`src/common/paint_cfg.svh`:
```
`ifndef PAINT_CFG_SVH
`define PAINT_CFG_SVH

// horizontal raster, in pixel clocks
`define H_ACTIVE 640
`define H_FRONT 16
`define H_SYNC 96
`define H_TOTAL 800

// vertical raster, in lines
`define V_ACTIVE 480
`define V_FRONT 10
`define V_SYNC 2
`define V_TOTAL 525

// canvas is 2**CANVAS_BITS pixels square
`define CANVAS_BITS 7

// shown outside the canvas
`define BORDER_COLOR paintPkg::BLUE

// apb register offsets
`define REG_X 8'h00
`define REG_Y 8'h04
`define REG_COLOR 8'h08
`define REG_CMD 8'h0C
`define REG_STATUS 8'h10

`endif
```
`src/common/paintPkg.sv`:
```
`include "paint_cfg.svh"

package paintPkg;

  // palette index
  typedef logic [2:0] colorCode_t;

  localparam colorCode_t ERASE = 3'd0;
  localparam colorCode_t RED = 3'd1;
  localparam colorCode_t GREEN = 3'd2;
  localparam colorCode_t BLUE = 3'd3;
  localparam colorCode_t YELLOW = 3'd4;
  localparam colorCode_t PURPLE = 3'd5;
  localparam colorCode_t CYAN = 3'd6;
  localparam colorCode_t WHITE = 3'd7;

  // screen pixel or line number
  typedef logic [9:0] coord_t;

  // one canvas axis, and the row-then-column address
  typedef logic [`CANVAS_BITS-1:0] canvasCoord_t;
  typedef logic [2*`CANVAS_BITS-1:0] canvasAddr_t;

  // 4 bits each, red in the top nibble
  typedef logic [11:0] rgb_t;

  typedef enum logic {
    IDLE,
    CLEARING
  } fsmState_t;

  typedef struct packed {
    coord_t x;
    coord_t y;
    logic active;
    logic hsync;
    logic vsync;
  } rasterInfo_t;

  typedef struct packed {
    logic enable;
    canvasAddr_t addr;
    colorCode_t color;
  } storeWrite_t;

  typedef struct packed {
    colorCode_t color;
    logic active;
    logic hsync;
    logic vsync;
  } pixelInfo_t;

  typedef struct packed {
    rgb_t rgb;
    logic hsync;
    logic vsync;
  } videoOut_t;

endpackage

```
`src/logic/videoOutput.sv`:
```
`include "paint_cfg.svh"

module videoOutput (
  input  logic clk,
  input  logic reset,
  input  paintPkg::pixelInfo_t pixel,
  output paintPkg::videoOut_t video
);

  paintPkg::rgb_t paletteRgb;
  paintPkg::rgb_t rgbNext;

  // palette
  always_comb begin
    case (pixel.color)
      paintPkg::ERASE: paletteRgb = 12'h000;
      paintPkg::RED: paletteRgb = 12'hF00;
      paintPkg::GREEN: paletteRgb = 12'h0F0;
      paintPkg::BLUE: paletteRgb = 12'h00F;
      paintPkg::YELLOW: paletteRgb = 12'hFF0;
      paintPkg::PURPLE: paletteRgb = 12'hF0F;
      paintPkg::CYAN: paletteRgb = 12'h0FF;
      paintPkg::WHITE: paletteRgb = 12'hFFF;
      default: paletteRgb = 12'h000;
    endcase
  end

  // black in blanking
  assign rgbNext = pixel.active ? paletteRgb : 12'h000;

  always_ff @(posedge clk) begin
    if (reset) begin
      video.rgb <= '0;
      video.hsync <= 1'b1;
      video.vsync <= 1'b1;
    end else begin
      video.rgb <= rgbNext;
      video.hsync <= pixel.hsync;
      video.vsync <= pixel.vsync;
    end
  end

endmodule

```
`config.mk`:
```
export PLATFORM = sky130hd
export DESIGN_NAME = videoOutput
export DESIGN_NICKNAME = d
export VERILOG_FILES = /design/src/common/paintPkg.sv /design/src/logic/videoOutput.sv
export VERILOG_INCLUDE_DIRS = /design/src /design/src/common
export SDC_FILE = /design/constraint.sdc
export NUM_CORES = 1
export LEC_CHECK = 0
export ABC_CLOCK_PERIOD_IN_PS = 800
export BUFFER_PORTS_ARGS = -buffer_cell sky130_fd_sc_hd__buf_2
export CAP_MARGIN = 10
export CORE_AREA = 2 2 39 41
export DETAILED_ROUTE_END_ITERATION = 16
export DIE_AREA = 0 0 41 43
export MAX_ROUTING_LAYER = met4
export PLACE_DENSITY = 0.55
export SYNTH_ARGS = -nofsm -noshare
export SYNTH_HDL_FRONTEND = slang
export SYNTH_SLANG_ARGS = --single-unit
```
`constraint.sdc`:
```
create_clock -name clk -period 0.8 [get_ports clk]
set_clock_uncertainty 0.05 [all_clocks]
set_input_delay 0 -clock clk [delete_from_list [all_inputs] [get_ports clk]]
set_output_delay 0 -clock clk [all_outputs]
set_load 0.01 [all_outputs]
```
# Yosys cells after proc, flatten, opt, wreduce, memory -nomap -nowiden

Memory sizes are Yosys's and may differ from the RTL's. A register that Yosys moved wholly into a read port is not among the register bits.
Cells that the tools add are included.

Bitwise operators: 1
Reduce and logical (&&, ||, !) cells: 1

Operators with widths:

| kind             | number |
|---|---|
| $reduce_or A2 Y1 | 1 |
| $not A1 Y1       | 1 |

Flip-flop bits (word level): 2
Bits in read-only memories: 96
Bits of input ports: 8
Output and inout port bits: 14
Logic and storage cells: 5
Memories kept: 1

Memory list:

| memory           | depth | width | read ports | clocked after memory_dff | write ports | RTL line          | source |
|---|---|---|---|---|---|---|---|
| (name not given) | 8     | 12    | 1          | 1                        | 0           | videoOutput.sv:15 | `case (pixel.color)` |

# Logic depth before layout (Yosys ltp)

Depth after elaboration: 2
Depth in mapped cells: 3
Mapped depth without buffers: 3

# Worst setup path after synthesis

No wires, ideal clock.

Path type: reg2out
Start point: register, netlist name video[12]
End point: output video[11] in the netlist's numbering
Data arrival time: 530 ps
Data required time: 750 ps
Setup slack: 220 ps
Stages on the path, launching flop included: 2
Path buffers: 1
Path through: dfxtp_1 > buf_4

RTL lines:

| element       | RTL line         | source |
|---|---|---|
| end, declared | videoOutput.sv:7 | `output paintPkg::videoOut_t video` |

==> metrics.md <==
| Metric | Value |
|---|---|
| Mean post-synth cell area | 8.85 um^2 |
| RSZ-0062 raised after global routing | no |
| Synthesized area | 230 um^2 |
| Dpl ws | 231 ps |
| Commonest non-fill, non-tap cell in the layout | buf_2 |
| Endpoints failing setup | 0 |
| Yosys warns | 0 |
| Crit end category | flop |
| Vias per Instance | 3.42 |
| Worst hold path class | in2reg |
| Stages on the worst setup path | 4 |
| Final hold viol count | 2 |
| Worst setup slack after layout | 44.9 ps |
| Reg power frac | 40.6% |
| Maximum clock insertion buffer count | 2 |
| Pwr Total | 666 uW |
| Critical hold path startpoint | pixel[0] |
| Top reg by flops | video |
| Hold-fix buffers, CTS | 3 |
| MaxCap Viol Count | 0 |
| First-pass GRT wire length | 607 um |
| Global route overflow | 0 |
| Slowest CP cell | dlygate4sd3_1 |
| Buffers on Ports | 21 |
| Max reg flops | 5 |
| Site Rows | 14 |
| WP data required | 870 ps |
| Starting Density | 16.6% |
| Remaining antenna violation count | 0 |
| Internal power | 508 uW |
| Crit-path max cell delay | 540 ps |
| Fraction of final layout cells sized beyond drive strength 1 | 65.9% |
| Detailed Routing Iterations Pass 1 | 2 |
| Die area | 1760 um^2 |
| 1st-iter DRT viols | 2 |
| Maximum clock frequency | 1.32 GHz |
| Clock share of power | 43.5% |
| Htree depth | 1 |
| Core area | 1380 um^2 |
| CP Cell Sequence | buf_2, dlygate4sd3_1, nand2_1, a21oi_1 |
| Initial antenna violation count | 0 |
| CTS clock-pin slew for the worst setup and hold paths | 40 ps |
| Pwr per Cell Area | 1910 nW/um^2 |
| Vias in the first global route | 160 |
| Via count | 205 |
| CP top delay family | buffers and inverters |
| Fill cells | 160 |
| Critical Path End | video[5]$_SDFF_PP0_ |
| Combinational power share | 15.9% |
| CP Class | in2reg |
| CTS tree | done |
| Slew margin rel. | 89.2% |
| Setup Buffers After CTS | 0 |
| # IOs | 22 |
| Violated checks | negative hold slack |
| Synthesized instance count | 26 |
| Regs by FF count | video (5) |
| Seq cells post-synth | 5 |
| Leakage | 0.000197 uW |
| Peak supply drop | 0.487 mV |
| Syn nets | 34 |
| Final WL | 416 um |
| Die Ht | 43 um |
| Die Wd | 41 um |
| Residual DRC count | 0 |
| Overall track demand over capacity in global routing | 6.58% |
| Largest net degree at the start of global routing | 6 |
| Buf/Inv on CP | 2 |
| P_sw | 158 uW |
| Layout Nets | 53 |
| DP Area | 288 um^2 |
| Worst Path Arrival | 830 ps |
| Clock Tree Root | clkbuf_4 |
| Avg WL per Cell | 6.93 um |
| Final TNS setup | 0 ps |
| Period utilisation layout | 94.4% |
| Sequential area share after synthesis | 43.5% |
| Slew of the pin with the lowest slew margin | 162 ps |
| Status | finished, violations left |
| Synth cell types | 9 |
| RePlAce Congestion | 0.649 |
| Startpoint class of the critical path | primary input |
| CP startpoint | pixel[3] |
| Fin. max-slew vios | 0 |
| Largest fanout on the critical path | 4 |
| Hold Slack | -112 ps |
| Final Critical Period | 755 ps |
| CTS Sinks | 5 |
| Most frequent cells in the layout | buf_2, clkbuf_4, dfxtp_2 |
| Total CTS buffers | 3 |
| Switching Fraction | 23.7% |
| Final HPWL DP | 342 um |
| Area Growth Syn to Fin | 51.6% |
| # diodes | 0 |
| Post-route cell area | 349 um^2 |
## cells in the mapped netlist
cell type  count  area, um^2
a21oi_1        3        15.0
dfxtp_1        5         100
nand2b_1       1        6.26
o21bai_1       1        7.51
nand2_1        2        7.51
or2_2          2        12.5
buf_4          9        67.6
inv_1          1        3.75
o21ai_1        2        10.0
## worst min path at each step
stage	end	slack (ps)	cells past startpoint
floorplan	video[0]$_SDFF_PP1_	50	1
global placement	video[1]$_SDFF_PP1_	140	2
detailed placement	video[0]$_SDFF_PP1_	130	2
CTS	video[0]$_SDFF_PP1_	-120	2
global route	video[0]$_SDFF_PP1_	-110	2
finish	video[0]$_SDFF_PP1_	-110	2
## cell type report
type,count,area (um^2),share of cell area (%)
multi-input cells,11,62.6,17.9
clock buffers,4,26.3,7.53
repair buffers,23,133,38.0
well taps,16,20.0,5.73
flip-flops and latches,5,104,29.7
inverters,1,3.75,1.08
## metal layers
metal  vias up  wire [um]  global-route usage (%)
met2        15        197                    6.25
met5         -          0                       -
met3         0         53                    4.71
met1        80        165                    5.47
met4         0          0                    12.0
li1        110          -                       -
## cells by family (layout without fill, tap and decap cells)
kind of cell / Yosys count / after routing / synth area share (%)
simple gates: 5 / 5 / 11.4
compound gates: 6 / 6 / 14.1
buf+inv: 10 / 28 / 31.0
flops: 5 / 5 / 43.5
## through the flow
stage                     std cells  utilization (%)
after floorplan                  26                -
after global placement           54             20.8
after detailed placement         54             20.8
after CTS                        61             24.9
after global routing             60             25.2
final                            60             25.2
## repair_timing
item                       CTS  global route
hold endpoints to repair     5             2
setup endpoints to repair    0            15
resized for setup            0             5
## power groups by stage
stage,combinational [uW],sequential (uW),clock [uW]
5_1_grt,119,273,319
3_3_place_gp,94.3,274,0
4_1_cts,106,270,306
2_1_floorplan,61.2,282,0
3_5_place_dp,94.9,274,0
6_report,106,271,290
Power figures use the tool's default switching activity.
