## config.mk

```make
export PLATFORM = sky130hd
export DESIGN_NAME = brushRegs
export DESIGN_NICKNAME = d
export VERILOG_FILES = /design/src/common/paintPkg.sv /design/src/logic/brushRegs.sv
export VERILOG_INCLUDE_DIRS = /design/src /design/src/common
export SDC_FILE = /design/constraint.sdc
export NUM_CORES = 1
export LEC_CHECK = 0
export BUFFER_PORTS_ARGS = -buffer_cell sky130_fd_sc_hd__buf_2
export CORE_MARGIN = 3
export CORE_UTILIZATION = 49
export DETAILED_ROUTE_END_ITERATION = 10
export GPL_ROUTABILITY_DRIVEN = 0
export HOLD_SLACK_MARGIN = 0.05
export PLACE_DENSITY = 0.8
export SLEW_MARGIN = 20
export SYNTH_ARGS = -nofsm -noshare
export SYNTH_HDL_FRONTEND = slang
export SYNTH_SLANG_ARGS = --single-unit
```

## constraint.sdc

```tcl
create_clock -name clk -period 1.9 [get_ports clk]
set_input_delay 0.19 -clock clk [delete_from_list [all_inputs] [get_ports clk]]
set_output_delay 0.19 -clock clk [all_outputs]
set_load 0.02 [all_outputs]
```

## src/common/paint_cfg.svh

```systemverilog
`ifndef PAINT_CFG_SVH
`define PAINT_CFG_SVH

// horizontal raster, in pixel clocks
`define H_ACTIVE 640
`define H_FRONT 16
`define H_SYNC 96
`define H_TOTAL 800

// vertical raster, in lines
`define V_ACTIVE 480
`define V_FRONT 10
`define V_SYNC 2
`define V_TOTAL 525

// canvas is 2**CANVAS_BITS pixels square
`define CANVAS_BITS 7

// shown outside the canvas
`define BORDER_COLOR paintPkg::BLUE

// apb register offsets
`define REG_X 8'h00
`define REG_Y 8'h04
`define REG_COLOR 8'h08
`define REG_CMD 8'h0C
`define REG_STATUS 8'h10

`endif
```

## src/common/paintPkg.sv

```systemverilog
`include "paint_cfg.svh"

package paintPkg;

  // palette index
  typedef logic [2:0] colorCode_t;

  localparam colorCode_t ERASE = 3'd0;
  localparam colorCode_t RED = 3'd1;
  localparam colorCode_t GREEN = 3'd2;
  localparam colorCode_t BLUE = 3'd3;
  localparam colorCode_t YELLOW = 3'd4;
  localparam colorCode_t PURPLE = 3'd5;
  localparam colorCode_t CYAN = 3'd6;
  localparam colorCode_t WHITE = 3'd7;

  // screen pixel or line number
  typedef logic [9:0] coord_t;

  // one canvas axis, and the row-then-column address
  typedef logic [`CANVAS_BITS-1:0] canvasCoord_t;
  typedef logic [2*`CANVAS_BITS-1:0] canvasAddr_t;

  // 4 bits each, red in the top nibble
  typedef logic [11:0] rgb_t;

  typedef enum logic {
    IDLE,
    CLEARING
  } fsmState_t;

  typedef struct packed {
    coord_t x;
    coord_t y;
    logic active;
    logic hsync;
    logic vsync;
  } rasterInfo_t;

  typedef struct packed {
    logic enable;
    canvasAddr_t addr;
    colorCode_t color;
  } storeWrite_t;

  typedef struct packed {
    colorCode_t color;
    logic active;
    logic hsync;
    logic vsync;
  } pixelInfo_t;

  typedef struct packed {
    rgb_t rgb;
    logic hsync;
    logic vsync;
  } videoOut_t;

endpackage

```

## src/logic/brushRegs.sv

```systemverilog
`include "paint_cfg.svh"

module brushRegs (
  input  logic clk,
  input  logic reset,
  input  logic psel,
  input  logic penable,
  input  logic pwrite,
  input  logic [7:0] paddr,
  input  logic [31:0] pwdata,
  output logic [31:0] prdata,
  output logic pready,
  output logic pslverr,
  output paintPkg::storeWrite_t write
);

  localparam int CANVAS_DIM = 1 << `CANVAS_BITS;
  localparam logic [31:0] CMD_PAINT = 32'd1;
  localparam logic [31:0] CMD_CLEAR = 32'd2;

  logic [7:0] regX;
  logic [7:0] regY;
  paintPkg::colorCode_t regColor;
  paintPkg::fsmState_t state;
  paintPkg::canvasAddr_t clearAddr;
  logic busy;
  logic access;
  logic cmdWrite;
  logic cmdHeld;
  logic mapped;
  logic inCanvas;
  logic paintGo;
  logic clearGo;
  logic writeEn;
  paintPkg::canvasAddr_t writeAddr;
  paintPkg::colorCode_t writeColor;

  assign busy = state == paintPkg::CLEARING;
  assign access = psel && penable;
  assign cmdWrite = access && pwrite && (paddr == `REG_CMD);
  // a command during a clear waits here
  assign cmdHeld = cmdWrite && busy;
  assign pready = access && !cmdHeld;
  assign pslverr = pready && !mapped;

  assign inCanvas = (regX < CANVAS_DIM) && (regY < CANVAS_DIM);
  assign paintGo = pready && cmdWrite && (pwdata == CMD_PAINT) && inCanvas;
  assign clearGo = pready && cmdWrite && (pwdata == CMD_CLEAR);

  // read mux where cmd reads back 0
  always_comb begin
    mapped = 1'b1;
    prdata = '0;
    case (paddr)
      `REG_X: prdata[7:0] = regX;
      `REG_Y: prdata[7:0] = regY;
      `REG_COLOR: prdata[2:0] = regColor;
      `REG_CMD: prdata = '0;
      `REG_STATUS: prdata[0] = busy;
      default: mapped = 1'b0;
    endcase
  end

  always_ff @(posedge clk) begin
    if (reset) begin
      regX <= '0;
      regY <= '0;
      regColor <= paintPkg::ERASE;
    end else if (pready && pwrite) begin
      case (paddr)
        `REG_X: regX <= pwdata[7:0];
        `REG_Y: regY <= pwdata[7:0];
        `REG_COLOR: regColor <= pwdata[2:0];
        default: ;
      endcase
    end
  end

  // clear walks every address once at one per cycle
  always_ff @(posedge clk) begin
    if (reset) begin
      state <= paintPkg::IDLE;
      clearAddr <= '0;
    end else begin
      case (state)
        paintPkg::IDLE: begin
          if (clearGo) begin
            state <= paintPkg::CLEARING;
            clearAddr <= '0;
          end
        end
        paintPkg::CLEARING: begin
          clearAddr <= clearAddr + 1'b1;
          if (&clearAddr) begin
            state <= paintPkg::IDLE;
          end
        end
        default: state <= paintPkg::IDLE;
      endcase
    end
  end

  // store write lands one cycle after its source
  always_ff @(posedge clk) begin
    if (reset) begin
      writeEn <= 1'b0;
    end else begin
      writeEn <= busy || paintGo;
    end
  end

  always_ff @(posedge clk) begin
    if (busy) begin
      writeAddr <= clearAddr;
      writeColor <= paintPkg::ERASE;
    end else begin
      // row then column
      writeAddr <= {regY[`CANVAS_BITS-1:0], regX[`CANVAS_BITS-1:0]};
      writeColor <= regColor;
    end
  end

  assign write = '{enable: writeEn, addr: writeAddr, color: writeColor};

  apbEnable: assert property (@(posedge clk) disable iff (reset)
    penable |-> psel)
    else $error("penable without psel");

  // while a command waits the clear keeps stepping and nothing else reaches the store
  heldNoPaint: assert property (@(posedge clk) disable iff (reset)
    cmdHeld && $past(cmdHeld) |->
      write.enable && (write.addr == $past(write.addr) + 1'b1))
    else $error("store write from held command");

endmodule

```

Yosys cells after proc, flatten, opt, wreduce, memory -nomap -nowiden:

Index checks and enable logic that the tools add are counted.

* register bits: 52
* output and inout port bits: 52
* logic and storage cells: 50

* bitwise gates (word level): 1
* multiplexer cells: 10
* magnitude comparators: 2
* reduce and logical (&&, ||, !) cells: 21
* equal/unequal tests: 7
* add/subtract/negate cells: 1

Operator list (count)
* $eq A32 B1 Y1 const B: 1
* $eq A32 B2 Y1 const B: 1
* $mux W14: 2
* $pmux W14 S2: 1
* $eq A8 B4 Y1 const B: 2
* $lt A8 B8 Y1 const B: 2
* $add A14 B1 Y14 const B: 1
* $reduce_and A14 Y1: 1
* $logic_and A1 B1 Y1: 12
* $pmux W5 S2: 1
* $eq A8 B3 Y1 const B: 1
* $eq A8 B5 Y1 const B: 1
* $logic_not A8 Y1: 1
* $pmux W2 S3: 1
* $reduce_and A2 Y1: 3
* $reduce_or A5 Y1: 1
* $pmux W1 S4: 1
* $mux W1: 3
* $logic_not A1 Y1: 2
* $ne A2 B2 Y1 const B: 1
* $pmux W1 S2: 1
* $logic_or A1 B1 Y1: 1
* $not A1 Y1: 1

Longest topological paths before layout:

* word-level depth: 10
* gate-level depth with buffers: 6
* depth with buffers taken out: 5

Worst setup path after synthesis:

No wires, ideal clock.

* path type: input-to-output
* start: input port paddr[3]
* end: output port pslverr
* stages: 5
* slack: 260 ps
* data arrival time: 1450 ps
* required time: 1710 ps
* cell sequence: clkbuf_1 and4_1 nand4_2 o211a_1 a21boi_0

* longest elaborated chain between the ends: 6
* elaborated cells on any way between the ends: 13

Ends and longest elaborated chain
* start, declared: line brushRegs.sv:9 `input logic [7:0] paddr,`
* $eq A8 B4 Y1
* $logic_and A1 B1 Y1: line brushRegs.sv:40 `` assign cmdWrite = access && pwrite && (paddr == `REG_CMD); ``
* $logic_and A1 B1 Y1: line brushRegs.sv:42 `assign cmdHeld = cmdWrite && busy;`
* $logic_not A1 Y1: line brushRegs.sv:43 `assign pready = access && !cmdHeld;`
* $logic_and A1 B1 Y1: line brushRegs.sv:43
* net pready: line brushRegs.sv:12 `output logic pready,`
* $logic_and A1 B1 Y1: line brushRegs.sv:44 `assign pslverr = pready && !mapped;`
* end, declared: line brushRegs.sv:13 `output logic pslverr,`

The timed path passes the listed nets, and every way through them passes these cells.

Final worst setup path:

* start: input port paddr[6]
* end: output port prdata[0]

* longest elaborated chain between the ends: 2
* elaborated cells on any way between the ends: 5

Ends and longest elaborated chain
* $eq A8 B5 Y1, or another cell as far along: line brushRegs.sv:54 `case (paddr)`
* $pmux W1 S4 (*): line brushRegs.sv:54
* end, declared: line brushRegs.sv:11 `output logic [31:0] prdata,`

Every way passes the cells marked *; elsewhere a longest branch is shown, timed or not.

==> impl_metrics.toml <==
[synth]
syn-mean-instance-area_um2 = 9.269
syn_area_um2 = 2521
synth_top_area_cell = "dfxtp_1"
async_reset_ff_share_pct = 0
synth_top_flop_cell = "dfxtp_1"
synth_edf_count = 0
synth_compound_area_share_pct = 6.799
postSynthCellCount = 272
synth_top_area_share_pct = 41.29
synthMuxAreaShare_pct = 16.53
ys_seq_area_share_pct = 41.29
synthTopCellsByCount = "52 x dfxtp_1, 33 x nor2_1, 27 x mux2i_1"
synth_xor_area_share_pct = 3.821
ys_ff_latch = 52
synth_cell_types = 38
synth-simple-area-share_pct = 21.04
post_synth_fa_ha_maj_area_fraction_pct = 0.4963
ys_warn_count = 0
synth_top_family_by_area = "simple AND/OR/NAND/NOR gates"
synth_area_leaders = "dfxtp_1 41%, mux2i_1 11%, buf_4 7.7%, mux2_2 5.8%, nor2_1 4.9%"
synth_most_common_cell = "dfxtp_1"

[clocking]
cts-buffers-inserted = 5
cts.sinks = 52
cts_tree = "yes"
clk_pin_slew_worst_paths_ps = 90
htree_levels = 2
postCtsHoldBufs = 0
cts_buffer_depth = 2
clock_latency_ps = 300
root_buffer = "clkbuf_8"

[placed_design]
portBuffers = 72
dp_hpwl_um = 4491

[critical_path]
cp_data_required_time_ps = 1710
reg2reg_depth = 4
start_kind = "input pin"
crit_type = "input pin to primary output"
arrival_ps = 1590
reg2reg_from = "clearAddr[6]"
reg2reg_slack_ps = 170
endpoint_kind = "primary output"
rr_endpoint = "clearAddr[13]"
worstPathMaxFanout = 6

[sta]
setup_violations = 0
drv_slew = 0
rsz0062_at_grt = "no"
hold_ws_ps = 154.9
period_share_pct = 93.71
skew_ps = 9.934
fin_crit_ps = 1780
fmax_mhz = 561.7
tns_ps = 0
finalHoldViolCount = 0

[global_routing]
grt_usage_pct = 19.41
grt_pass1_wl_um = 9453
antenna_found_initial = 0
overflow = 0
grt_max_degree = 27
grt_pass1_vias = 1991

[finish]
area_growth_syn_to_layout_pct = 19.31
nets = 394
drive_gt1_share_pct = 31.81
num_antenna_cells = 0

[pwr]
ir_worst_vdd_v = 0.0005145
power.leakage_nw = 1.442
powerDensity_nw_per_um2 = 629.2

[floorplan]
die_h_um = 77.73
initial_core_util_pct = 52.00
die_w_um = 77.73
coreArea_um2 = 4848
rows = 25
io_pins = 97
dieArea_um2 = 6042

[detailed_routing]
vias = 2152
drcViolationCount = 0
first_iter_violations = 106
firstDrtPassIters = 4
wl_um = 6101
final_antenna_net_count = 0
drt-wirelength-per-cell_um = 14.67
via_per_inst = 5.173

[min_path]
hold_class = "input pin to register"
hold_start = "pwdata[3]"
hold_depth = 3
min_to = "regY[3]"

[job]
maxCapViolations = 0

[outcome]
run_status = "complete, no violations"
[cell families (layout without fill, tap and decap cells)]
| group | count (synthesis) | in the layout |
|---|---|---|
| simple gates | 100 | 100 |
| flops | 52 | 52 |
| mux | 40 | 40 |
| buf+inv | 40 | 94 |
| compound gates | 27 | 27 |
| xor+xnor | 11 | 11 |
| fa+ha+maj | 1 | 1 |
| other cells | 1 | 24 |
[sequential cells by signal, summed over array words and instances (netlist names)]
name and flops:
busy 1, clearAddr 14, regColor 3, regX 8, regY 8, writeAddr 14
writeColor 3, writeEn 1
[where the power goes]
| group | switching, mW | internal, mW |
|---|---|---|
| registers | 0.000159 | 1.09 |
| logic | 0.105 | 0.0525 |
| clock network | 0.355 | 0.291 |
[final cells by class]
class                           instances  area (um^2)
Inverter                                3        11.26
Clock inverter                          2        10.01
Tap cell                               67        83.83
Multi-Input combinational cell        203         1324
Fill cell                             438         1841
Clock buffer                            6        82.58
Sequential cell                        52         1041
Timing Repair Buffer                   83        455.4
[per-layer routing]
metal  share of wire [%]  GRT usage [%]  up-vias  wire [um]
li1                    -              -     1053          -
met1                  44          26.03     1016       2704
met2                  49          31.59       78       2983
met3                 5.7          3.480        5        349
met4                 1.0          6.050        0         63
met5                   0              0        -          0
[cells in the final DEF (no fill, tap or decap), types with 6 or more instances in the layout]
master	Yosys	final
nand2_1	23	23
buf_2	0	72
dfxtp_1	52	52
xnor2_1	6	6
clkbuf_8	0	6
nand4_1	7	7
nor2b_1	6	6
buf_4	26	10
nor2_1	33	33
conb_1	1	24
mux2i_1	27	27
nor4_1	8	8
o22ai_1	14	14
mux2_2	13	13
[timing repair]
item,4_1_cts,5_1_grt
gates resized for setup,0,1
endpoints found under the setup margin,0,1
buffers inserted,0,2
[worst max-delay path by stage]
stage	from	end	slack, ps	depth (start not counted)
final	paddr[6]	prdata[0]	120	6
after global routing	paddr[6]	prdata[0]	30	6
after CTS	paddr[4]	prdata[0]	110	6
after detailed placement	paddr[4]	prdata[0]	110	6
after global placement	paddr[4]	prdata[0]	190	6
after floorplan	paddr[3]	pslverr	260	5
[critical path, cell delays in order]
cell     delay, ps
buf_2          130
nor4_4         400
nand2_1        150
or2_2          400
o22ai_1        140
buf_2          190
[stage by stage]
| step | cells | worst slack [ps] | cell area, um^2 | total power [mW] | utilization [%] |
|---|---|---|---|---|---|
| final | 416 | 119.6 | 3008 | 1.893 | 62.04 |
| after global routing | 416 | 28.69 | 3008 | 1.959 | 62.04 |
| after CTS | 414 | 110.1 | 2987 | 1.899 | 61.60 |
| after detailed placement | 406 | 110.7 | 2894 | 1.266 | 59.69 |
| after global placement | 406 | 191.3 | 2894 | 1.263 | 59.69 |
| after floorplan | 295 | 260.5 | 2608 | 1.236 | - |
No activity file was read; power rests on OpenSTA's default activity.
