===== config.mk =====
export PLATFORM = sky130hd
export DESIGN_NAME = rasterTiming
export DESIGN_NICKNAME = d
export VERILOG_FILES = /design/src/common/paintPkg.sv /design/src/logic/rasterTiming.sv
export VERILOG_INCLUDE_DIRS = /design/src /design/src/common
export SDC_FILE = /design/constraint.sdc
export NUM_CORES = 1
export LEC_CHECK = 0
export ABC_CLOCK_PERIOD_IN_PS = 3700
export BUFFER_PORTS_ARGS = -buffer_cell sky130_fd_sc_hd__buf_2
export CAP_MARGIN = 0
export CORE_MARGIN = 5
export CORE_UTILIZATION = 50
export DETAILED_ROUTE_END_ITERATION = 6
export PLACE_DENSITY = 0.72
export SETUP_SLACK_MARGIN = 0.02
export SKIP_CTS_REPAIR_TIMING = 1
export SYNTH_ARGS = -nofsm -noshare
export SYNTH_HDL_FRONTEND = slang
export SYNTH_SLANG_ARGS = --single-unit

===== constraint.sdc =====
create_clock -name clk -period 3.7 [get_ports clk]
set_input_delay 0.74 -clock clk [delete_from_list [all_inputs] [get_ports clk]]
set_output_delay 0.74 -clock clk [all_outputs]
set_load 0.02 [all_outputs]

===== src/common/paint_cfg.svh =====
`ifndef PAINT_CFG_SVH
`define PAINT_CFG_SVH

// horizontal raster, in pixel clocks
`define H_ACTIVE 640
`define H_FRONT 16
`define H_SYNC 96
`define H_TOTAL 800

// vertical raster, in lines
`define V_ACTIVE 480
`define V_FRONT 10
`define V_SYNC 2
`define V_TOTAL 525

// canvas is 2**CANVAS_BITS pixels square
`define CANVAS_BITS 7

// shown outside the canvas
`define BORDER_COLOR paintPkg::BLUE

// apb register offsets
`define REG_X 8'h00
`define REG_Y 8'h04
`define REG_COLOR 8'h08
`define REG_CMD 8'h0C
`define REG_STATUS 8'h10

`endif

===== src/common/paintPkg.sv =====
`include "paint_cfg.svh"

package paintPkg;

  // palette index
  typedef logic [2:0] colorCode_t;

  localparam colorCode_t ERASE = 3'd0;
  localparam colorCode_t RED = 3'd1;
  localparam colorCode_t GREEN = 3'd2;
  localparam colorCode_t BLUE = 3'd3;
  localparam colorCode_t YELLOW = 3'd4;
  localparam colorCode_t PURPLE = 3'd5;
  localparam colorCode_t CYAN = 3'd6;
  localparam colorCode_t WHITE = 3'd7;

  // screen pixel or line number
  typedef logic [9:0] coord_t;

  // one canvas axis, and the row-then-column address
  typedef logic [`CANVAS_BITS-1:0] canvasCoord_t;
  typedef logic [2*`CANVAS_BITS-1:0] canvasAddr_t;

  // 4 bits each, red in the top nibble
  typedef logic [11:0] rgb_t;

  typedef enum logic {
    IDLE,
    CLEARING
  } fsmState_t;

  typedef struct packed {
    coord_t x;
    coord_t y;
    logic active;
    logic hsync;
    logic vsync;
  } rasterInfo_t;

  typedef struct packed {
    logic enable;
    canvasAddr_t addr;
    colorCode_t color;
  } storeWrite_t;

  typedef struct packed {
    colorCode_t color;
    logic active;
    logic hsync;
    logic vsync;
  } pixelInfo_t;

  typedef struct packed {
    rgb_t rgb;
    logic hsync;
    logic vsync;
  } videoOut_t;

endpackage


===== src/logic/rasterTiming.sv =====
`include "paint_cfg.svh"

module rasterTiming (
  input  logic clk,
  input  logic reset,
  output paintPkg::rasterInfo_t raster
);

  // sync pulse windows
  localparam int H_SYNC_START = `H_ACTIVE + `H_FRONT;
  localparam int H_SYNC_END = H_SYNC_START + `H_SYNC;
  localparam int V_SYNC_START = `V_ACTIVE + `V_FRONT;
  localparam int V_SYNC_END = V_SYNC_START + `V_SYNC;

  paintPkg::coord_t hCount;
  paintPkg::coord_t vCount;
  logic hLast;
  logic vLast;
  logic activeNext;
  logic hsyncNext;
  logic vsyncNext;

  assign hLast = hCount == paintPkg::coord_t'(`H_TOTAL - 1);
  assign vLast = vCount == paintPkg::coord_t'(`V_TOTAL - 1);

  // pixel counter, line counter steps on pixel wrap
  always_ff @(posedge clk) begin
    if (reset) begin
      hCount <= '0;
      vCount <= '0;
    end else if (hLast) begin
      hCount <= '0;
      if (vLast) begin
        vCount <= '0;
      end else begin
        vCount <= vCount + 1'b1;
      end
    end else begin
      hCount <= hCount + 1'b1;
    end
  end

  always_comb begin
    activeNext = (hCount < `H_ACTIVE) && (vCount < `V_ACTIVE);
    // both syncs low-active
    hsyncNext = !((hCount >= H_SYNC_START) && (hCount < H_SYNC_END));
    vsyncNext = !((vCount >= V_SYNC_START) && (vCount < V_SYNC_END));
  end

  // info for count n shows up one cycle later
  always_ff @(posedge clk) begin
    if (reset) begin
      raster.x <= '0;
      raster.y <= '0;
      raster.active <= 1'b0;
      raster.hsync <= 1'b1;
      raster.vsync <= 1'b1;
    end else begin
      raster.x <= hCount;
      raster.y <= vCount;
      raster.active <= activeNext;
      raster.hsync <= hsyncNext;
      raster.vsync <= vsyncNext;
    end
  end

  // counters must wrap before the totals
  counterRange: assert property (@(posedge clk) disable iff (reset)
    (hCount < `H_TOTAL) && (vCount < `V_TOTAL))
    else $error("raster counter out of range");

endmodule


== After elaboration in Yosys (flattened, before gate mapping) ==
Cells that the tools add are included.

* Bits in registers: 43
* Input port bits: 2
* Latch bits: 0
* Memories: 0
* Memory bits (read-only): 0
* Memory bits (writable): 0

* Equal/unequal tests: 2
* Shift-type cells: 0
* Divide/modulo/power cells: 0
* Add/sub/neg operators: 2
* Magnitude comparators: 6
* Multiply operators: 0
* Bitwise gates (word level): 0
* Multiplexer cells: 1
* Reductions and logical operators: 6

{| class="wikitable"
|+ Operator list
! operator !! number
|-
| 10-bit by 1-bit adder with 10-bit output, second input constant || 2
|-
| 10-bit equality test, second input constant || 2
|-
| 10-bit less-than comparator, second input constant || 2
|-
| 10-bit by 9-bit less-than comparator with 1-bit output, second input constant || 2
|-
| 10-bit greater-or-equal comparator, second input constant || 1
|-
| 10-bit by 9-bit greater-or-equal comparator with 1-bit output, second input constant || 1
|-
| 10-bit two-way mux || 1
|-
| 1-bit logical AND || 3
|-
| 1-bit zero test || 2
|-
| 2-bit OR reduction || 1
|}

== Longest topological paths before layout ==
Gate-level depths: netlist of the first run.

* Word-level depth: 3
* Gate-level depth with buffers: 7
* Depth with buffers taken out: 6

== Least setup slack after synthesis of the first run ==
Ideal clock, no wire load.

* Kind: reg2reg
* Start point: register hCount[0]
* End point: register vCount[8]
* Data required time: 3.630 ns
* Setup slack: 1.815 ns
* Period minus slack after synthesis: 1.885 ns
* Data arrival time: 1.815 ns
* Cell stages (with the launch flop): 7
* Path through: dfxtp_1 > ha_1 > nand4_1 > or4_1 > buf_2 > or4_1 > a21oi_1

* Longest elaborated chain between the ends: 1

{| class="wikitable"
|+ RTL lines
! element !! RTL line !! RTL
|-
| start, declared || rasterTiming.sv:15 || <nowiki>paintPkg::coord_t hCount;</nowiki>
|-
| start signal, assigned || rasterTiming.sv:39 || <nowiki>hCount <= hCount + 1'b1;</nowiki>
|-
| 10-bit equality test || rasterTiming.sv:23 || <nowiki>assign hLast = hCount == paintPkg::coord_t'(`H_TOTAL - 1);</nowiki>
|-
| end signal, assigned || rasterTiming.sv:36 || <nowiki>vCount <= vCount + 1'b1;</nowiki>
|-
| end, declared || rasterTiming.sv:16 || <nowiki>paintPkg::coord_t vCount;</nowiki>
|}

Every way passes these cells.
A chain may end at the register's enable or synchronous reset.

== Worst setup path after layout of the first run ==
Ends and elaborated chain as after synthesis.

==> reports/metrics.cfg, run 1 <==
[sta]
hold_ws_ns = 0.491
worst_pin_slew_ns = 0.603
hold_viol = 0
setup_ws_ns = 1.63
setup_viol = 0
grt_setup_unrepaired = false
setup_tns_ns = 0
fmax_mhz = 483
fin_skew_ns = 0.0117
period_needed_ns = 2.07
finalMaxSlewViolations = 0
slew_headroom_pct = 59.4
final.period_utilization_pct = 55.9

[place]
place_ws_ns = 1.69
gp_congestion = 0.872
dp_hpwl_mm = 1.92
postPlaceCellArea_sq_um = 1720
io_buffers = 24
placed_cells = 225

[setup_path]
r2r_end = vCount[8]
r2r_cells = 5
arrival_ns = 2.36
cp-start-kind = flip-flop
r2r_start = hCount[0]
worst_ep_required_time_ns = 3.99
path_class = flip-flop to flip-flop
cp-end-kind = flip-flop
rrSetupSlack_ns = 1.63
crit_path_end = vCount[8]
crit_start = hCount[0]
critPathMaxFanout = 7

[clock_tree]
cts_buffer_depth = 2
numCtsBuffers = 5
clkLatencyLatePin_ns = 0.35
cts_htree_levels = 2
clock_sinks = 43
cts.clk_slew.worst_paths_ns = 0.12
tritoncts = built
cts-root-buf = clkbuf_4

[logic_synthesis]
syn_inst = 166
avgSynthCellArea_sq_um = 9.60
yosys_warnings = 0
synth_nets = 172
ys_ff_latch = 43
yosysTopAreaCell = dfxtp_1
syn_area_sq_um = 1590
yosysTopAreaCellShare_pct = 54.0
synth-edff-count = 0
synth_area_leaders = dfxtp_1 (54%), nor2b_1 (5.9%), nor2_1 (5.7%)
synthArstFlopShare_pct = 0
yosysSeqAreaShare_pct = 54.0
synthTopCellsByCount = dfxtp_1 (43), nor2_1 (24), nor2b_1 (15), inv_1 (8), xnor2_1 (8)
ys_types = 31
synth_flop_cell = dfxtp_1
synth_most_common_cell = dfxtp_1

[cells_and_area]
fin_util_pct = 59.8
multi_input_area_sq_um = 656
area_growth_pct = 14.7
nets = 194
n_fill_cell = 282
drive_above_1_share_pct = 18.0
layout.cells.non_filler = 233
ff_latch_area_sq_um = 861
diodes = 0
finish.instance_area_sq_um = 1830

[hold_path]
hp-class = flip-flop to flip-flop
hp-start = hCount[0]

[routing]
vias_per_cell = 5.09
highest_layer = met4
vias = 1186
avgRoutedWirePerCell_microns = 12.3
drt_iter0_markers = 62
wl_met1_mm = 1.30
met2_length_mm = 1.24
dr.pass1.iters = 5
route.met3.wl_microns = 251
antenna_left = 0
drc = 0
wirelength_mm = 2.87

[power_and_ir_drop]
powerDensity_nw_per_um2 = 464
power_uw = 847
power.leakage_nw = 0.706
vdd_ir_drop_max_uv = 316

[run_status]
status = completed

[die]
rows = 20
io_pins = 25
core_area_sq_um = 3050
initial_utilization_pct = 52.2
die_h_microns = 66.4
die_area_sq_um = 4410
die_w_microns = 66.4

[global_routing]
grt_max_degree = 28
grt_pass1_wl_mm = 4.80
grt_usage_pct = 14.6
antenna_found_initial = 0
grt_overflow = 0
grt_pass1_vias = 1073

[flow_run]
maxCapViolations = 0

[layout make-up]
class                           count  share of cell area [%]
Multi-Input combinational cell    106                    35.9
Tap cell                           44                    3.01
Timing Repair Buffer               24                    6.58
Clock buffer                        5                    2.05
Clock inverter                      3                    3.70
Inverter                            8                    1.64
Sequential cell                    43                    47.1
[cells in the final DEF (no fill, tap or decap), types with 3 or more instances in the layout]
master,count
dfxtp_1,43
buf_2,24
nor3_1,5
o21ai_0,4
ha_1,4
xor2_1,4
nor4_1,3
or3_1,3
nand4_1,5
xnor2_1,8
clkbuf_4,5
a21oi_1,5
nand2_1,4
nand3_1,7
nor2_1,24
nor2b_1,15
or4_1,3
inv_1,8
[registers in the layout, indices dropped and copies added, names as in the netlist]
| name | count |
|---|---|
| vCount | 10 |
| raster | 23 |
| hCount | 10 |
[routing by layer]
metal / up-vias / track usage, %
li1: 596 / -
met1: 526 / 17.6
met2: 50 / 22.7
met3: 14 / 5.27
met4: 0 / 7.36
met5: - / 0
[report_power, final]
group          total, mW  switching [mW]  leakage (nW)  internal, mW
Sequential         0.472         0.00402         0.348         0.468
Clock              0.354           0.144        0.0514         0.210
Combinational     0.0216          0.0150         0.307       0.00657
[critical path, stage by stage, from the launching register on]
cell and delay (ns):
dfxtp_1 0.41, ha_1 0.24, nand4_1 0.19, or4_1 0.59, or4_1 0.44, a21oi_1 0.15
[worst min-delay path by stage]
stage	endpoint	slack [ns]	cells past startpoint
3_5_place_dp	hCount[0]	0.47	1
6_report	hCount[0]	0.49	1
4_1_cts	hCount[0]	0.50	1
5_1_grt	hCount[0]	0.54	1
3_3_place_gp	hCount[0]	0.46	1
2_1_floorplan	hCount[0]	0.44	1
[logic make-up (layout without fill, tap and decap cells)]
family / Yosys count / in the layout / share of synthesized area, %
simple gates: 76 / 76 / 25.8
xor+xnor: 12 / 12 / 6.60
buf+inv: 17 / 40 / 4.79
compound gates: 12 / 12 / 4.40
mux: 2 / 2 / 1.26
flops: 43 / 43 / 54.0
fa+ha+maj: 4 / 4 / 3.14
Note: power is estimated with default switching activity, not from simulation.
==> run 2: changes to the inputs <==
- ABC_AREA: default -> 1
- ABC_CLOCK_PERIOD_IN_PS: 3700 -> 1700
- PLACE_DENSITY: 0.72 -> 0.74
- clock period: 3.7 -> 1.7 ns (I/O delays scaled with it)
==> run 2 against run 1 <==
Net effect:
- worst setup slack worse by 1.4 ns
- via count up 19%
- non-clock buffer count up 1
- sequential share of layout area down 4.0 points
- cell count up 31%
- global-route usage down 0.48 points
- clock-buffer cell count up 1
- sequential cell count unchanged
==> reports/metrics.cfg, run 2 <==
[global_routing]
grt_overflow = 0  ; unchanged
grt_max_degree = 23  ; was 28
antenna_found_initial = 0  ; unchanged
grt_pass1_wl_mm = 5.55  ; was 4.80 mm
grt_pass1_vias = 1286  ; was 1073
grt_usage_pct = 14.1  ; was 14.6%

[logic_synthesis]
syn_inst = 230  ; was 166
synth_most_common_cell = nor2_1  ; was dfxtp_1
synth_area_leaders = dfxtp_1 (49%), nor2_1 (12%), nand2_1 (11%)  ; was dfxtp_1 (54%), nor2b_1 (5.9%), nor2_1 (5.7%)
ys_ff_latch = 43  ; unchanged
synth_flop_cell = dfxtp_1  ; unchanged
yosysTopAreaCellShare_pct = 49.4  ; was 54.0%
synth_nets = 236  ; was 172
synthTopCellsByCount = nor2_1 (57), nand2_1 (49), dfxtp_1 (43), inv_1 (30), nand3_1 (10)  ; was dfxtp_1 (43), nor2_1 (24), nor2b_1 (15), inv_1 (8), xnor2_1 (8)
avgSynthCellArea_sq_um = 7.58  ; was 9.60 sq um
yosysSeqAreaShare_pct = 49.4  ; was 54.0%
yosys_warnings = 0  ; unchanged
yosysTopAreaCell = dfxtp_1  ; unchanged
syn_area_sq_um = 1740  ; was 1590 sq um
ys_types = 24  ; was 31
synth-edff-count = 0  ; unchanged
synthArstFlopShare_pct = 0  ; unchanged

[power_and_ir_drop]
power_mw = 1.73  ; was 847 uW
p_comb_share_pct = 3.0  ; was 2.5%
power.leakage_nw = 0.946  ; was 0.706 nW
p_sw_uw = 354  ; was 163 uW
vdd_ir_drop_max_uv = 429  ; was 316 uV
p_int_mw = 1.38  ; was 684 uW
seqPwrFrac_pct = 59.1  ; was 55.7%
powerDensity_nw_per_um2 = 869  ; was 464 nW/um^2
swShare_pct = 20.4  ; was 19.2%
p_clk_share_pct = 38.0  ; was 41.8%

[die]
initial_utilization_pct = 51.9  ; was 52.2%
rows = 21  ; was 20
die_area_sq_um = 4770  ; was 4410 sq um
die_h_microns = 69.1  ; was 66.4 microns
core_area_sq_um = 3360  ; was 3050 sq um
die_w_microns = 69.1  ; was 66.4 microns
io_pins = 25  ; unchanged

[clock_tree]
cts_buffer_depth = 2  ; unchanged
cts.clk_slew.worst_paths_ns = 0.12  ; about the same
clkLatencyLatePin_ns = 0.35  ; about the same
clock_sinks = 43  ; unchanged
cts_htree_levels = 2  ; unchanged
tritoncts = built  ; unchanged
numCtsBuffers = 5  ; unchanged
cts-root-buf = clkbuf_4  ; unchanged

[flow_run]
maxCapViolations = 0  ; unchanged

[cells_and_area]
largest_register_ffs = 23  ; unchanged
area_growth_pct = 14.5  ; was 14.7%
diodes = 0  ; unchanged
regMostFlops = raster  ; unchanged
drive_above_1_share_pct = 18.1  ; was 18.0%
fin_util_pct = 59.4  ; was 59.8%
nets = 265  ; was 194
top_regs = raster: 23 flops, hCount: 10 flops, vCount: 10 flops  ; unchanged
layout_commonest_cell = nor2_1  ; was dfxtp_1
final_cell_mix = nor2_1 (57), nand2_1 (49), dfxtp_1 (43), inv_1 (30), buf_2 (24)  ; was dfxtp_1 (43), nor2_1 (24), buf_2 (24), nor2b_1 (15)
n_fill_cell = 328  ; was 282

[routing]
dr.pass1.iters = 4  ; was 5
drt_iter0_markers = 96  ; was 62
vias_per_cell = 4.60  ; was 5.09
vias = 1408  ; was 1186
avgRoutedWirePerCell_microns = 10.2  ; was 12.3 microns
wirelength_mm = 3.13  ; was 2.87 mm
drc = 0  ; unchanged
antenna_left = 0  ; unchanged

[sta]
grt_setup_unrepaired = false  ; unchanged
hold_ws_ns = 0.401  ; was 0.491 ns
fmax_mhz = 676  ; was 483 MHz
setup_ws_ns = 0.220  ; was 1.63 ns
worst_pin_slew_ns = 0.279  ; was 0.603 ns
slew_headroom_pct = 81.3  ; was 59.4%
setup_viol = 0  ; unchanged
finalMaxSlewViolations = 0  ; unchanged
period_needed_ns = 1.48  ; was 2.07 ns
setup_tns_ns = 0  ; unchanged
fin_skew_ns = 0.00967  ; was 0.0117 ns
hold_viol = 0  ; unchanged
final.period_utilization_pct = 87.0  ; was 55.9%

[setup_path]
r2r_cells = 8  ; was 5
cp-end-kind = flip-flop  ; unchanged
worst_ep_required_time_ns = 1.95  ; was 3.99 ns
arrival_ns = 1.73  ; was 2.36 ns
cp-start-kind = flip-flop  ; unchanged
path_class = flip-flop to flip-flop  ; unchanged
critPathMaxFanout = 11  ; was 7

[place]
io_buffers = 24  ; unchanged
dp_hpwl_mm = 2.31  ; was 1.92 mm
place_ws_ns = 0.241  ; was 1.69 ns
gp_congestion = 0.993  ; was 0.872

[hold_path]
holdPathStages = 4  ; was 1
hp-class = primary input to flip-flop  ; was flip-flop to flip-flop

[run_status]
status = completed  ; unchanged

==> run 2: final timing paths <==
kind	to	slack, ns	start
worst max-delay path	vCount[1]	0.22	hCount[0]
worst min-delay path	hCount[3]	0.40	reset
worst max register to register	vCount[1]	0.22	hCount[0]
worst min register to register	raster[15]	0.48	hCount[2]
==> run 2: per-layer routing <==
metal	global-route usage, %	vias to the layer above	part of all wire (%)
met1	18.3	592	49
met5	0	-	0
met4	7.81	0	2.7
met3	4.36	10	9.0
li1	-	759	-
met2	20.7	47	39
==> run 2: cell type report <==
type | instances | area [sq um] | area share, %
clock inverter | 2 | 35.0 | 1.75
timing repair buffer | 25 | 128 | 6.39
multi-input combinational | 151 | 741 | 37.1
sequential | 43 | 861 | 43.1
inverter | 33 | 124 | 6.20
tap | 46 | 57.6 | 2.88
clock buffer | 6 | 51.3 | 2.57
==> run 2: kinds of logic (layout without fill, tap and decap cells) <==
group                    Yosys count  count (layout)  share of synthesized area [%]
AND/OR/NAND/NOR                  137             137                           35.7
flip-flops                        43              43                           49.4
buffers and inverters             36              66                           8.18
AO/OA/AOI/OAI                      6               6                           1.94
adder cells (fa/ha/maj)            4               4                           2.87
XOR/XNOR                           4               4                           2.01
==> run 2: power groups by stage <==
| stage | Combinational (mW) | Sequential (mW) | Clock [mW] |
|---|---|---|---|
| finish | 0.0514 | 1.02 | 0.659 |
| CTS | 0.0517 | 1.02 | 0.669 |
| global placement | 0.0516 | 1.05 | 0 |
| global route | 0.0572 | 1.03 | 0.713 |
| floorplan | 0.0326 | 1.05 | 0 |
| detailed placement | 0.0513 | 1.05 | 0 |
==> run 2: metrics by stage <==
step / std cells / cell area [sq um]
after floorplan: 230 / 1740
after global placement: 298 / 1910
after detailed placement: 298 / 1910
after CTS: 306 / 2000
after global routing: 306 / 2000
final: 306 / 2000
==> run 2: worst max-delay path, cell delays in order (launching register included) <==
cell,delay [ns]
dfxtp_1,0.40
ha_1,0.19
nand2_2,0.10
nor2_8,0.15
nand3_2,0.14
nand2_4,0.17
nand2_4,0.10
inv_1,0.08
nor2_1,0.04
